==> src/rtl/jtag_pkg.sv <==
// JTAG TAP shared definitions
package jtag_pkg;

    localparam int IR_WIDTH     = 4;
    localparam int USER_WIDTH   = 16;
    localparam int IDCODE_WIDTH = 32;

    // Loaded into the IR shift stage in Capture-IR, low bits fixed at 01
    localparam logic [IR_WIDTH-1:0] IR_CAPTURE = 4'b0101;

    // Device identification, bit 0 must be 1
    localparam logic [IDCODE_WIDTH-1:0] IDCODE_VALUE = 32'h1A5B_C0DF;

    // One-hot TAP states
    typedef enum logic [15:0] {
        TEST_LOGIC_RESET = 16'b0000_0000_0000_0001,
        RUN_TEST_IDLE    = 16'b0000_0000_0000_0010,
        SELECT_DR_SCAN   = 16'b0000_0000_0000_0100,
        CAPTURE_DR       = 16'b0000_0000_0000_1000,
        SHIFT_DR         = 16'b0000_0000_0001_0000,
        EXIT1_DR         = 16'b0000_0000_0010_0000,
        PAUSE_DR         = 16'b0000_0000_0100_0000,
        EXIT2_DR         = 16'b0000_0000_1000_0000,
        UPDATE_DR        = 16'b0000_0001_0000_0000,
        SELECT_IR_SCAN   = 16'b0000_0010_0000_0000,
        CAPTURE_IR       = 16'b0000_0100_0000_0000,
        SHIFT_IR         = 16'b0000_1000_0000_0000,
        EXIT1_IR         = 16'b0001_0000_0000_0000,
        PAUSE_IR         = 16'b0010_0000_0000_0000,
        EXIT2_IR         = 16'b0100_0000_0000_0000,
        UPDATE_IR        = 16'b1000_0000_0000_0000
    } tap_state_e;

    // Instruction opcodes, anything else acts as BYPASS
    typedef enum logic [IR_WIDTH-1:0] {
        INSTR_IDCODE = 4'h1,
        INSTR_USER   = 4'h8,
        INSTR_BYPASS = 4'hF
    } jtag_instr_e;

endpackage

==> src/rtl/jtag_ctrl_if.sv <==
// TAP control strobes
`timescale 1ns/1ps

interface jtag_ctrl_if;

    logic capture_dr;
    logic shift_dr;
    logic update_dr;
    logic capture_ir;
    logic shift_ir;
    logic update_ir;
    logic tlr;          // Level, high while in Test-Logic-Reset

    modport tap (
        output capture_dr, shift_dr, update_dr,
        output capture_ir, shift_ir, update_ir, tlr
    );

    modport ir (input capture_ir, shift_ir, update_ir, tlr);

    modport dr (input capture_dr, shift_dr, update_dr);

    modport out (input shift_ir, shift_dr);

endinterface

==> src/rtl/jtag_codec.sv <==
// JTAG TAP top level
`timescale 1ns/1ps

module jtag_codec import jtag_pkg::*; (
    input  logic                  tck,
    input  logic                  trst_n,
    input  logic                  tms,
    input  logic                  tdi,
    input  logic [USER_WIDTH-1:0] user_din,
    output logic                  tdo,
    output logic                  tdo_oe,
    output logic [USER_WIDTH-1:0] user_dout
);

    jtag_instr_e ir_op;
    logic        ir_so;
    logic        dr_so;

    jtag_ctrl_if ctrl_bus ();

    jtag_tap_fsm tap_fsm_inst (
        .tck    (tck),
        .trst_n (trst_n),
        .tms    (tms),
        .ctrl   (ctrl_bus.tap),
        .tdo_oe (tdo_oe)
    );

    jtag_ir ir_inst (
        .tck    (tck),
        .trst_n (trst_n),
        .tdi    (tdi),
        .ctrl   (ctrl_bus.ir),
        .ir_op  (ir_op),
        .ir_so  (ir_so)
    );

    jtag_dr_bank dr_bank_inst (
        .tck       (tck),
        .trst_n    (trst_n),
        .tdi       (tdi),
        .ctrl      (ctrl_bus.dr),
        .ir_op     (ir_op),
        .user_din  (user_din),
        .user_dout (user_dout),
        .dr_so     (dr_so)
    );

    jtag_tdo_stage tdo_stage_inst (
        .tck    (tck),
        .trst_n (trst_n),
        .ctrl   (ctrl_bus.out),
        .ir_so  (ir_so),
        .dr_so  (dr_so),
        .tdo    (tdo)
    );

endmodule

==> src/rtl/jtag_dr_bank.sv <==
// JTAG data register bank
`timescale 1ns/1ps

module jtag_dr_bank import jtag_pkg::*; (
    input  logic                  tck,
    input  logic                  trst_n,
    input  logic                  tdi,
    jtag_ctrl_if.dr               ctrl,
    input  jtag_instr_e           ir_op,
    input  logic [USER_WIDTH-1:0] user_din,
    output logic [USER_WIDTH-1:0] user_dout,
    output logic                  dr_so
);

    logic                    bypass_reg;
    logic [IDCODE_WIDTH-1:0] idcode_sr;
    logic [USER_WIDTH-1:0]   user_sr;
    logic                    sel_idcode;
    logic                    sel_user;
    logic                    sel_bypass;

    // Undefined opcodes fall back to bypass
    assign sel_idcode = (ir_op == INSTR_IDCODE);
    assign sel_user   = (ir_op == INSTR_USER);
    assign sel_bypass = !sel_idcode && !sel_user;

    always_ff @(posedge tck or negedge trst_n) begin
        if (!trst_n)
            bypass_reg <= 1'b0;
        else if (sel_bypass && ctrl.capture_dr)
            bypass_reg <= 1'b0;             // Bypass captures zero
        else if (sel_bypass && ctrl.shift_dr)
            bypass_reg <= tdi;
    end

    always_ff @(posedge tck or negedge trst_n) begin
        if (!trst_n)
            idcode_sr <= '0;
        else if (sel_idcode && ctrl.capture_dr)
            idcode_sr <= IDCODE_VALUE;
        else if (sel_idcode && ctrl.shift_dr)
            idcode_sr <= {tdi, idcode_sr[IDCODE_WIDTH-1:1]};
    end

    always_ff @(posedge tck or negedge trst_n) begin
        if (!trst_n)
            user_sr <= '0;
        else if (sel_user && ctrl.capture_dr)
            user_sr <= user_din;
        else if (sel_user && ctrl.shift_dr)
            user_sr <= {tdi, user_sr[USER_WIDTH-1:1]};
    end

    // Parallel output only moves on Update-DR
    always_ff @(posedge tck or negedge trst_n) begin
        if (!trst_n)
            user_dout <= '0;
        else if (sel_user && ctrl.update_dr)
            user_dout <= user_sr;
    end

    always_comb begin
        case (ir_op)
            INSTR_IDCODE: dr_so = idcode_sr[0];
            INSTR_USER:   dr_so = user_sr[0];
            default:      dr_so = bypass_reg;
        endcase
    end

endmodule

==> src/rtl/jtag_ir.sv <==
// JTAG instruction register
`timescale 1ns/1ps

module jtag_ir import jtag_pkg::*; (
    input  logic        tck,
    input  logic        trst_n,
    input  logic        tdi,
    jtag_ctrl_if.ir     ctrl,
    output jtag_instr_e ir_op,
    output logic        ir_so
);

    logic [IR_WIDTH-1:0] ir_shift;

    // Shift stage, tdi in at the MSB
    always_ff @(posedge tck or negedge trst_n) begin
        if (!trst_n)
            ir_shift <= '0;
        else if (ctrl.capture_ir)
            ir_shift <= IR_CAPTURE;
        else if (ctrl.shift_ir)
            ir_shift <= {tdi, ir_shift[IR_WIDTH-1:1]};
    end

    // Update latch
    always_ff @(posedge tck or negedge trst_n) begin
        if (!trst_n)
            ir_op <= INSTR_IDCODE;
        else if (ctrl.tlr)
            ir_op <= INSTR_IDCODE;  // Test-Logic-Reset wins over update
        else if (ctrl.update_ir)
            ir_op <= jtag_instr_e'(ir_shift);
    end

    assign ir_so = ir_shift[0];

    // Update-IR only follows Exit1/Exit2, never overlaps Shift-IR
    a_no_update_during_shift: assert property (@(posedge tck) disable iff (!trst_n)
        !(ctrl.update_ir && ctrl.shift_ir));

endmodule

==> src/rtl/jtag_tap_fsm.sv <==
// TAP state machine
`timescale 1ns/1ps

module jtag_tap_fsm import jtag_pkg::*; (
    input  logic   tck,
    input  logic   trst_n,
    input  logic   tms,
    jtag_ctrl_if.tap ctrl,
    output logic   tdo_oe
);

    logic       tms_ff;
    tap_state_e state;
    tap_state_e next_state;

    // TMS is sampled once before it steers the state
    always_ff @(posedge tck or negedge trst_n) begin
        if (!trst_n)
            tms_ff <= 1'b1;     // TMS idles high, so the TAP holds Test-Logic-Reset
        else
            tms_ff <= tms;
    end

    always_comb begin
        case (state)
            TEST_LOGIC_RESET: next_state = tms_ff ? TEST_LOGIC_RESET : RUN_TEST_IDLE;
            RUN_TEST_IDLE:    next_state = tms_ff ? SELECT_DR_SCAN   : RUN_TEST_IDLE;
            SELECT_DR_SCAN:   next_state = tms_ff ? SELECT_IR_SCAN   : CAPTURE_DR;
            CAPTURE_DR:       next_state = tms_ff ? EXIT1_DR         : SHIFT_DR;
            SHIFT_DR:         next_state = tms_ff ? EXIT1_DR         : SHIFT_DR;
            EXIT1_DR:         next_state = tms_ff ? UPDATE_DR        : PAUSE_DR;
            PAUSE_DR:         next_state = tms_ff ? EXIT2_DR         : PAUSE_DR;
            EXIT2_DR:         next_state = tms_ff ? UPDATE_DR        : SHIFT_DR;
            UPDATE_DR:        next_state = tms_ff ? SELECT_DR_SCAN   : RUN_TEST_IDLE;
            SELECT_IR_SCAN:   next_state = tms_ff ? TEST_LOGIC_RESET : CAPTURE_IR;
            CAPTURE_IR:       next_state = tms_ff ? EXIT1_IR         : SHIFT_IR;
            SHIFT_IR:         next_state = tms_ff ? EXIT1_IR         : SHIFT_IR;
            EXIT1_IR:         next_state = tms_ff ? UPDATE_IR        : PAUSE_IR;
            PAUSE_IR:         next_state = tms_ff ? EXIT2_IR         : PAUSE_IR;
            EXIT2_IR:         next_state = tms_ff ? UPDATE_IR        : SHIFT_IR;
            UPDATE_IR:        next_state = tms_ff ? SELECT_DR_SCAN   : RUN_TEST_IDLE;
            default:          next_state = TEST_LOGIC_RESET; // Recover from a corrupt state
        endcase
    end

    always_ff @(posedge tck or negedge trst_n) begin
        if (!trst_n)
            state <= TEST_LOGIC_RESET;
        else
            state <= next_state;
    end

    // Strobes lag the state by one cycle
    always_ff @(posedge tck or negedge trst_n) begin
        if (!trst_n) begin
            ctrl.capture_dr <= 1'b0;
            ctrl.shift_dr   <= 1'b0;
            ctrl.update_dr  <= 1'b0;
            ctrl.capture_ir <= 1'b0;
            ctrl.shift_ir   <= 1'b0;
            ctrl.update_ir  <= 1'b0;
            ctrl.tlr        <= 1'b1;    // Reset state is Test-Logic-Reset
            tdo_oe          <= 1'b0;
        end else begin
            ctrl.capture_dr <= (state == CAPTURE_DR);
            ctrl.shift_dr   <= (state == SHIFT_DR);
            ctrl.update_dr  <= (state == UPDATE_DR);
            ctrl.capture_ir <= (state == CAPTURE_IR);
            ctrl.shift_ir   <= (state == SHIFT_IR);
            ctrl.update_ir  <= (state == UPDATE_IR);
            ctrl.tlr        <= (state == TEST_LOGIC_RESET);
            tdo_oe          <= (state == SHIFT_DR) || (state == SHIFT_IR);
        end
    end

    a_state_onehot: assert property (@(posedge tck) disable iff (!trst_n)
        $onehot(state));

    a_strobe_onehot0: assert property (@(posedge tck) disable iff (!trst_n)
        $onehot0({ctrl.capture_dr, ctrl.shift_dr, ctrl.update_dr,
                  ctrl.capture_ir, ctrl.shift_ir, ctrl.update_ir}));

endmodule

==> src/rtl/jtag_tdo_stage.sv <==
// TDO output stage
`timescale 1ns/1ps

module jtag_tdo_stage (
    input  logic     tck,
    input  logic     trst_n,
    jtag_ctrl_if.out ctrl,
    input  logic     ir_so,
    input  logic     dr_so,
    output logic     tdo
);

    logic tdo_next;

    assign tdo_next = ctrl.shift_ir ? ir_so : dr_so;

    // Falling edge retiming, bit is stable at the next rising edge
    always_ff @(negedge tck or negedge trst_n) begin
        if (!trst_n)
            tdo <= 1'b0;
        else
            tdo <= tdo_next;
    end

    // The IR and DR paths never shift at once
    a_single_shift: assert property (@(posedge tck) disable iff (!trst_n)
        !(ctrl.shift_ir && ctrl.shift_dr));

endmodule

==> config.mk <==
export PLATFORM = sky130hd
export DESIGN_NAME = jtag_codec
export DESIGN_NICKNAME = d
export VERILOG_FILES = /design/src/rtl/jtag_pkg.sv /design/src/rtl/jtag_ctrl_if.sv /design/src/rtl/jtag_codec.sv /design/src/rtl/jtag_dr_bank.sv /design/src/rtl/jtag_ir.sv /design/src/rtl/jtag_tap_fsm.sv /design/src/rtl/jtag_tdo_stage.sv
export SDC_FILE = /design/constraint.sdc
export NUM_CORES = 1
export LEC_CHECK = 0
export ABC_AREA = 1
export BUFFER_PORTS_ARGS = -buffer_cell sky130_fd_sc_hd__buf_2
export CORE_ASPECT_RATIO = 1.25
export CORE_MARGIN = 2
export CORE_UTILIZATION = 35
export CTS_CLUSTER_SIZE = 8
export DETAILED_ROUTE_END_ITERATION = 16
export PLACE_DENSITY = 0.63
export SLEW_MARGIN = 20
export SYNTH_ARGS = -nofsm -noshare
export SYNTH_HDL_FRONTEND = slang
export SYNTH_SLANG_ARGS = --single-unit
export TNS_END_PERCENT = 20
==> constraint.sdc <==
create_clock -name tck -period 4 [get_ports tck]
set_clock_uncertainty 0.05 [all_clocks]
set_input_delay 0 -clock tck [delete_from_list [all_inputs] [get_ports tck]]
set_output_delay 0 -clock tck [all_outputs]
set_load 0.05 [all_outputs]
==> results of run 1 <==
cell usage in the layout, fill, tap and decap left out, types with 2 or more instances in the layout:
cell           count
o21ai_1            4
inv_1             81
o21a_1            15
buf_2             36
o22ai_1            2
nand3_2            4
nand3_1           37
o21ai_0           41
buf_4              5
nand2_1           91
nor2_1            48
clkinv_4           2
nand2_2            3
dlygate4sd3_1     19
o211ai_1          16
dfstp_2            4
dfrtp_1           94
clkbuf_1           3
nor2_2             7
a21oi_1           11
clkbuf_16          9
o31ai_1            3
nor2_4             3
worst max-delay path by stage:
stage / startpoint / to
6_report: ir_inst.ir_op[1]$_DFFE_PN0P_ / tdo_stage_inst.tdo$_DFF_NN0_
5_1_grt: ir_inst.ir_op[1]$_DFFE_PN0P_ / tdo_stage_inst.tdo$_DFF_NN0_
2_1_floorplan: ir_inst.ir_op[0]$_DFFE_PN1P_ / tdo_stage_inst.tdo$_DFF_NN0_
3_3_place_gp: ir_inst.ir_op[1]$_DFFE_PN0P_ / tdo_stage_inst.tdo$_DFF_NN0_
3_5_place_dp: ir_inst.ir_op[1]$_DFFE_PN0P_ / tdo_stage_inst.tdo$_DFF_NN0_
4_1_cts: ir_inst.ir_op[1]$_DFFE_PN0P_ / tdo_stage_inst.tdo$_DFF_NN0_
power groups by stage:
stage               registers, mW  clock network [mW]  logic (mW)
floorplan                    1.13                   0       0.157
CTS                          1.11               0.887       0.245
finish                       1.11               0.860       0.242
global placement             1.13                   0       0.222
global route                 1.12               0.932       0.282
detailed placement           1.13                   0       0.229
critical path, cell delays in order, from the launching register on:
cell	delay, ps
dfrtp_1	410
nor2_4	150
nand2_1	150
nand2_1	130
nor2_1	50
o21ai_0	130
o21ai_0	90
per-layer routing:
layer / vias up / global-route usage
met5: - / 0
met4: 0 / 0.0556
met3: 8 / 0.0344
met2: 55 / 0.252
met1: 1588 / 0.166
li1: 1664 / -
cells by family (layout without fill, tap and decap cells):
group | Yosys count | in the layout
and+or+nand+nor | 195 | 195
buffers and inverters | 102 | 159
DFF | 99 | 99
AOI/OAI and AO/OA | 95 | 95
muxes | 1 | 1
stage by stage:
stage	cells	power [mW]	utilization	worst slack, ps	instance area (sq um)
floorplan	492	1.29	-	784	4360
global placement	678	1.35	0.384	727	4670
detailed placement	678	1.36	0.384	700	4670
CTS	713	2.25	0.424	687	5160
global route	713	2.34	0.424	558	5160
finish	713	2.22	0.424	688	5160
area by class of cell:
cell class,count,share of cell area
well taps,164,0.0398
inverters,83,0.0604
clock inverters,3,0.00921
repair buffers,60,0.0790
clock buffers,13,0.0485
flip-flops and latches,99,0.481
multi-input cells,291,0.282
==> impl_metrics.csv, run 1 <==
group,metric,value,unit
pwr,power.share.clock,0.388,
worst_setup_path,r2r-end,"tdo_stage_inst.tdo$_DFF_NN0_",
detailed_routing,vias,3315,
synthesis,synth_top_family_by_area,"simple AND/OR/NAND/NOR gates",
worst_setup_path,crit_path_max_fanout,5,
grt,grt_pass1_vias,3359,
worst_setup_path,worstSetupPathType,"flip-flop to flip-flop",
pwr,switching_share,0.247,
synthesis,synth-xor-area-share,0,
synthesis,synth_simple_gate_area_share,0.200,
clock_network,root_buffer,"clkbuf_16",
pwr,p_int,1.67,mW
final_layout,regMostFlops,"dr_bank_inst.idcode_sr",
final_layout,drive_gt1_frac,0.144,
synthesis,synth_common_cells,"dfrtp_1 (94), nand2_1 (91), inv_1 (81), nor2_1 (48), o21ai_0 (41)",
synthesis,synth_top_area_share,0.540,
worst_setup_path,crit_arrival,1450,ps
sta,finalSetupViolCount,0,
clock_network,clk_latency,340,ps
synthesis,synthMuxAreaShare,0.00258,
synthesis,synth_compound_area_frac,0.132,
floorplan,pin_count,38,
worst_setup_path,crit_path_start_kind,"flip-flop",
placement,hpwl,5670,microns
clock_network,clockBufferDepth,2,
synthesis,ys_types,31,
pwr,seqPwrFrac,0.503,
pwr,irDropWorstVdd,0.000212,V
synthesis,syn_nets,512,
floorplan,die_w,104,microns
placement,port_buffers,37,
placement,place.gp.congestion,0.823,
detailed_routing,drt-initial-drc-count,158,
clock_network,hold_buffers,19,
floorplan,rows,45,
synthesis,syn-instance-count,492,
final_layout,layout.nets,564,
pwr,p_leak,2.69,nW
final_layout,multiInputGateArea,0.00146,sq mm
grt,grt_pass1_wl,15300,microns
grt,grt.total_usage,0.142,
clock_network,numCtsBuffers,9,
final_layout,largest_reg_flops,32,
grt,antenna_found_initial,0,
clock_network,post_cts_resized,0,
synthesis,synth_area,0.00436,sq mm
detailed_routing,antenna_left,0,
synthesis,synth_edf_count,0,
detailed_routing,post_drt_wl_per_cell,12.0,microns
floorplan,start_util,0.358,
detailed_routing,totalWireLength,8580,microns
final_layout,antenna_cells,0,
final_layout,fillers,1207,
synthesis,synthFlopType,"dfrtp_1",
floorplan,die-area,0.0134,sq mm
sta,finalSetupTns,0,ps
worst_setup_path,end_kind,"flip-flop",
clock_network,cts_sinks,99,
detailed_routing,vias_per_cell,4.65,
synthesis,yosysSeqAreaShare,0.570,
synthesis,yosysWarnings,0,
hold_path,worstHoldPathType,"input pin to asynchronous set/reset pin",
detailed_routing,first_pass_iters,4,
final_layout,areaGrowthSynthToFinish,18.5,%
clock_network,htreeDepth,3,
sta,worst_pin_slew,1070,ps
floorplan,coreArea,0.0122,sq mm
synthesis,synth-seq-cells,99,
synthesis,synthArstFlopShare,1.00,
flow_run,cap_violations,0,
outcome,status,"complete, no violations",
clock_network,postCtsSetupRepairBufs,0,
clock_network,cts_tree,"built",
synthesis,synth_largest_area_cell,"dfrtp_1",
sta,finalHoldWorstSlack,43.3,ps
detailed_routing,met2_length,4160,microns
synthesis,syn_area_per_cell,8.86,sq um
synthesis,synth.area.top_cells,"dfrtp_1 (54%), nand2_1 (7.8%), inv_1 (7.0%)",
pwr,power_frac_comb,0.109,
clock_network,path_clk_slew,70,ps
sta,maxSlewViolCount,0,
detailed_routing,met1Wirelength,4010,microns
detailed_routing,drc_errors,0,
worst_setup_path,rrSetupSlack,690,ps
worst_setup_path,critPathRequiredTime,2140,ps
worst_setup_path,reg2reg_from,"ir_inst.ir_op[1]$_DFFE_PN0P_",
floorplan,die_h,129,microns
synthesis,yosys.area_share.adder,0,
worst_setup_path,reg2reg_depth,6,
pwr,p_per_area,429,mW/mm^2
synthesis,yosysMostFrequentCell,"dfrtp_1",
sta,slew-limit-headroom,0.286,
grt,grt_overflow,0,
sta,rsz0062_at_grt,"no",
detailed_routing,route.met3.wl,277,microns
final_layout,area.sequential,0.00248,sq mm
grt,grt_max_degree,77,
sta,hold_violations,0,
pwr,power.switching,547,uW
detailed_routing,top_layer_used,"met4",
(Power assumes the default switching activity.)
==> run 2, diff against run 1 <==
- clock period: 4 -> 3.2 ns (I/O delays scaled with it)
==> impl_metrics.csv, run 2 (synthesis gave the netlist of run 1 again) <==
group,metric,value,unit
outcome,status,"complete, no violations",
final_layout,mostFrequentLayoutCell,"dfrtp_1",
clock_network,cts_tree,"built",
detailed_routing,totalWireLength,8560,microns
grt,grt_max_degree,60,
sta,worst_pin_slew,727,ps
pwr,irDropWorstVdd,0.000271,V
worst_setup_path,cpPeakStageDelay,410,ps
floorplan,die-area,0.0134,sq mm
worst_setup_path,crit_path_max_fanout,5,
final_layout,areaGrowthSynthToFinish,19.3,%
clock_network,post_cts_resized,0,
clock_network,postCtsSetupRepairBufs,0,
floorplan,start_util,0.358,
clock_network,numCtsBuffers,9,
grt,grt_pass1_vias,3222,
grt,grt_pass1_wl,15100,microns
hold_path,worstHoldPathType,"input pin to flip-flop",
final_layout,fin_util,0.427,
grt,antenna_found_initial,1,
sta,hold_violations,0,
clock_network,clk_latency,350,ps
clock_network,cts_sinks,99,
clock_network,clockBufferDepth,2,
detailed_routing,first_pass_iters,6,
floorplan,rows,45,
sta,maxSlewViolCount,0,
detailed_routing,vias_per_cell,4.59,
detailed_routing,vias,3287,
grt,grt_overflow,0,
pwr,p_leak,2.71,nW
floorplan,die_w,104,microns
sta,finalSetupTns,0,ps
worst_setup_path,worstSetupPathType,"flip-flop to flip-flop",
final_layout,drive_gt1_frac,0.151,
worst_setup_path,critPathRequiredTime,1740,ps
detailed_routing,drt-initial-drc-count,204,
grt,grt.total_usage,0.141,
placement,port_buffers,37,
sta,finalHoldWorstSlack,240,ps
worst_setup_path,crit_arrival,1480,ps
clock_network,htreeDepth,3,
worst_setup_path,end_kind,"flip-flop",
placement,hpwl,5690,microns
final_layout,final_cell_mix,"dfrtp_1 (94), nand2_1 (91), inv_1 (81)",
floorplan,die_h,129,microns
final_layout,regMostFlops,"dr_bank_inst.idcode_sr",
floorplan,coreArea,0.0122,sq mm
worst_setup_path,crit_path_start_kind,"flip-flop",
flow_run,cap_violations,0,
floorplan,pin_count,38,
detailed_routing,drc_errors,0,
final_layout,layout.nets,566,
detailed_routing,antenna_left,0,
pwr,total_power,2.85,mW
worst_setup_path,path_cells,"nor2_4 -> nand2_1 -> nand2_1 -> nor2_1 -> o21ai_0 -> o21ai_0",
pwr,p_per_area,548,mW/mm^2
final_layout,fillers,1195,
sta,postLayoutSetupSlackWorst,255,ps
placement,preCtsSetupSlack,274,ps
sta,slew-limit-headroom,0.515,
clock_network,path_clk_slew,70,ps
placement,place.gp.congestion,0.825,
worst_setup_path,rrSetupSlack,250,ps
clock_network,hold_buffers,19,
worst_setup_path,slowest_stage,"dfrtp_1",
clock_network,root_buffer,"clkbuf_16",
sta,rsz0062_at_grt,"no",
final_layout,largest_reg_flops,32,
detailed_routing,post_drt_wl_per_cell,12.0,microns
sta,finalSetupViolCount,0,
[run 2: final cells by class]
type                    count  area (sq um)  area share
multi-input cells         291          1460       0.280
inverters                  83           312      0.0599
clock buffers              10           229      0.0441
repair buffers             62           423      0.0814
flip-flops and latches     99          2480       0.478
diodes                      1          2.50    0.000481
clock inverters             6          87.6      0.0169
well taps                 164           205      0.0395
[run 2: power breakdown]
| part | leakage, nW | switching, mW | internal, mW |
|---|---|---|---|
| combinational | 1.29 | 0.194 | 0.109 |
| sequential | 1.27 | 0.0430 | 1.35 |
| clock | 0.157 | 0.465 | 0.688 |
[run 2: final timing paths]
| path | from | endpoint | cells past startpoint |
|---|---|---|---|
| worst max register to register | ir_inst.ir_op[1]$_DFFE_PN0P_ | tdo_stage_inst.tdo$_DFF_NN0_ | 6 |
| worst min register to register | dr_bank_inst.idcode_sr[9]$_DFFE_PN0P_ | dr_bank_inst.idcode_sr[9]$_DFFE_PN0P_ | 2 |
| worst max-delay path | ir_inst.ir_op[1]$_DFFE_PN0P_ | tdo_stage_inst.tdo$_DFF_NN0_ | 6 |
| max in group asynchronous | trst_n | tdo_stage_inst.tdo$_DFF_NN0_ | 2 |
| min in group asynchronous | trst_n | dr_bank_inst.idcode_sr[10]$_DFFE_PN0P_ | 3 |
| worst min-delay path | tms | tap_fsm_inst.tms_ff$_DFF_PN1_ | 2 |
[run 2: critical path, delay by kind of cell (launching register included)]
family          cells  cell delay [ps]
compound gates      2              230
flops               1              410
simple gates        4              500
[run 2: per-layer routing]
metal / global-route usage / vias to the layer above / part of all wire
li1: - / 1672 / -
met2: 0.229 / 57 / 0.47
met4: 0.0660 / 0 / 0.021
met3: 0.0334 / 10 / 0.035
met1: 0.179 / 1548 / 0.47
met5: 0 / - / 0
[run 2: stage by stage]
stage | cells | cell area [sq um]
after floorplan | 492 | 4360
after global placement | 680 | 4690
after detailed placement | 680 | 4690
after CTS | 715 | 5190
after global routing | 716 | 5200
final | 716 | 5200
==> run 3, diff against run 2 <==
- BUFFER_PORTS_ARGS: -buffer_cell sky130_fd_sc_hd__buf_2 -> default
- DONT_BUFFER_PORTS: default -> 1
- PLACE_DENSITY: 0.63 -> 0.6
==> impl_metrics.csv, run 3 (synthesis gave the netlist of run 1 again) <==
group,metric,value,unit
outcome,status,"complete, no violations",
worst_setup_path,r2r-end,"tdo_stage_inst.tdo$_DFF_NN0_",
sta,slew-limit-headroom,0.652,
flow_run,cap_violations,0,
floorplan,rows,45,
final_layout,areaGrowthSynthToFinish,14.8,%
pwr,power_frac_comb,0.101,
pwr,power.switching,714,uW
floorplan,coreArea,0.0122,sq mm
hold_path,worstHoldPathType,"input pin to flip-flop",
detailed_routing,post_drt_wl_per_cell,12.4,microns
detailed_routing,first_pass_iters,4,
floorplan,pin_count,38,
clock_network,clk_latency,350,ps
final_layout,mostFrequentLayoutCell,"dfrtp_1",
pwr,p_int,2.06,mW
clock_network,root_buffer,"clkbuf_16",
clock_network,htreeDepth,3,
detailed_routing,drt-initial-drc-count,185,
clock_network,numCtsBuffers,9,
grt,grt_max_degree,99,
hold_path,hp-start,"tms",
clock_network,cts_tree,"built",
final_layout,layout.nets,528,
floorplan,start_util,0.358,
worst_setup_path,crit_arrival,1470,ps
worst_setup_path,rrSetupSlack,270,ps
hold_path,min_to,"tap_fsm_inst.tms_ff$_DFF_PN1_",
detailed_routing,vias_per_cell,4.74,
worst_setup_path,crit_path_start_kind,"flip-flop",
clock_network,path_clk_slew,70,ps
grt,grt.total_usage,0.134,
sta,worst_pin_slew,522,ps
hold_path,holdPathStages,1,
floorplan,die_h,129,microns
pwr,p_per_area,554,mW/mm^2
final_layout,drive_gt1_frac,0.0897,
worst_setup_path,worstSetupPathType,"flip-flop to flip-flop",
detailed_routing,totalWireLength,8380,microns
final_layout,final_cell_mix,"dfrtp_1 (94), nand2_1 (91), inv_1 (81)",
worst_setup_path,crit_path_max_fanout,5,
final_layout,largest_reg_flops,32,
placement,port_buffers,0,
pwr,power.share.clock,0.394,
placement,placed_cells_incl_taps,641,
sta,finalSetupViolCount,0,
placement,hpwl,5410,microns
floorplan,die_w,104,microns
placement,place.gp.congestion,0.822,
pwr,seqPwrFrac,0.505,
detailed_routing,drc_errors,0,
sta,hold_violations,0,
pwr,switching_share,0.258,
clock_network,postCtsSetupRepairBufs,0,
pwr,irDropWorstVdd,0.000229,V
worst_setup_path,reg2reg_from,"ir_inst.ir_op[0]$_DFFE_PN1P_",
final_layout,antenna_cells,0,
sta,maxSlewViolCount,0,
final_layout,regMostFlops,"dr_bank_inst.idcode_sr",
grt,grt_overflow,0,
floorplan,die-area,0.0134,sq mm
worst_setup_path,end_kind,"flip-flop",
detailed_routing,antenna_left,0,
grt,antenna_found_initial,0,
clock_network,cts_sinks,99,
sta,rsz0062_at_grt,"no",
grt,grt_pass1_wl,14400,microns
worst_setup_path,reg2reg_depth,5,
clock_network,clockBufferDepth,2,
final_layout,stdcell_count,677,
detailed_routing,vias,3210,
final_layout,fillers,1210,
worst_setup_path,critPathRequiredTime,1740,ps
sta,finalSetupTns,0,ps
pwr,p_leak,2.53,nW
final_layout,fin_util,0.411,
sta,finalHoldWorstSlack,146,ps
grt,grt_pass1_vias,3265,
run 3: changes by cell type in the layout (fill, tap and decap cells not counted):
cell	delta
buf_16	+1
buf_2	-36
buf_4	-3
bufinv_16	-1
clkbuf_1	-1
clkinv_4	+1
clkinvlp_4	+1
diode_2	-1
run 3: worst max path at each step:
stage,from,to,slack [ps],depth (start not counted)
floorplan,ir_inst.ir_op[0]$_DFFE_PN1P_,tdo_stage_inst.tdo$_DFF_NN0_,380,5
global placement,ir_inst.ir_op[1]$_DFFE_PN0P_,tdo_stage_inst.tdo$_DFF_NN0_,320,6
detailed placement,ir_inst.ir_op[0]$_DFFE_PN1P_,tdo_stage_inst.tdo$_DFF_NN0_,280,5
CTS,ir_inst.ir_op[0]$_DFFE_PN1P_,tdo_stage_inst.tdo$_DFF_NN0_,270,5
global route,ir_inst.ir_op[1]$_DFFE_PN0P_,tdo_stage_inst.tdo$_DFF_NN0_,130,6
finish,ir_inst.ir_op[0]$_DFFE_PN1P_,tdo_stage_inst.tdo$_DFF_NN0_,270,5
run 3: layout make-up:
type                       count  area (sq um)  share of cell area
clock inverter                 7          73.8              0.0148
clock buffer                   9           225              0.0450
inverter                      83           312              0.0623
sequential                    99          2480               0.496
timing repair buffer          24           248              0.0495
multi-input combinational    291          1460               0.291
tap                          164           205              0.0410
run 3: critical path: stages (launching register included):
cell and delay [ps]:
dfstp_2 560, nor2_2 60, nand2_1 160, o22ai_1 100, o21ai_0 140, o21ai_0 100
run 3: repair_timing:
action,in CTS,in global routing
hold buffers,20,0
hold endpoints to repair,118,0
resized for setup,0,0
endpoints found under the setup margin,0,0
run 3: metrics by stage:
stage               power (mW)  setup WS, ps  instance area (sq um)
floorplan                 1.61           384                   4360
global placement          1.65           323                   4490
finish                    2.77           270                   5000
global route              2.91           132                   5000
CTS                       2.81           265                   5000
detailed placement        1.66           281                   4490
run 3: layer usage:
layer  routed length (microns)  up-vias  track usage
met2                      4110       52        0.240
li1                          -     1584            -
met5                         0        -            0
met1                      3810     1561        0.154
met3                       254       13       0.0223
met4                       210        0       0.0739
run 3: power by group through the flow:
stage / sequential (mW) / clock [mW] / combinational (mW)
floorplan: 1.41 / 0 / 0.197
global placement: 1.42 / 0 / 0.227
detailed placement: 1.42 / 0 / 0.235
global route: 1.41 / 1.17 / 0.325
finish: 1.40 / 1.09 / 0.279
CTS: 1.40 / 1.12 / 0.286
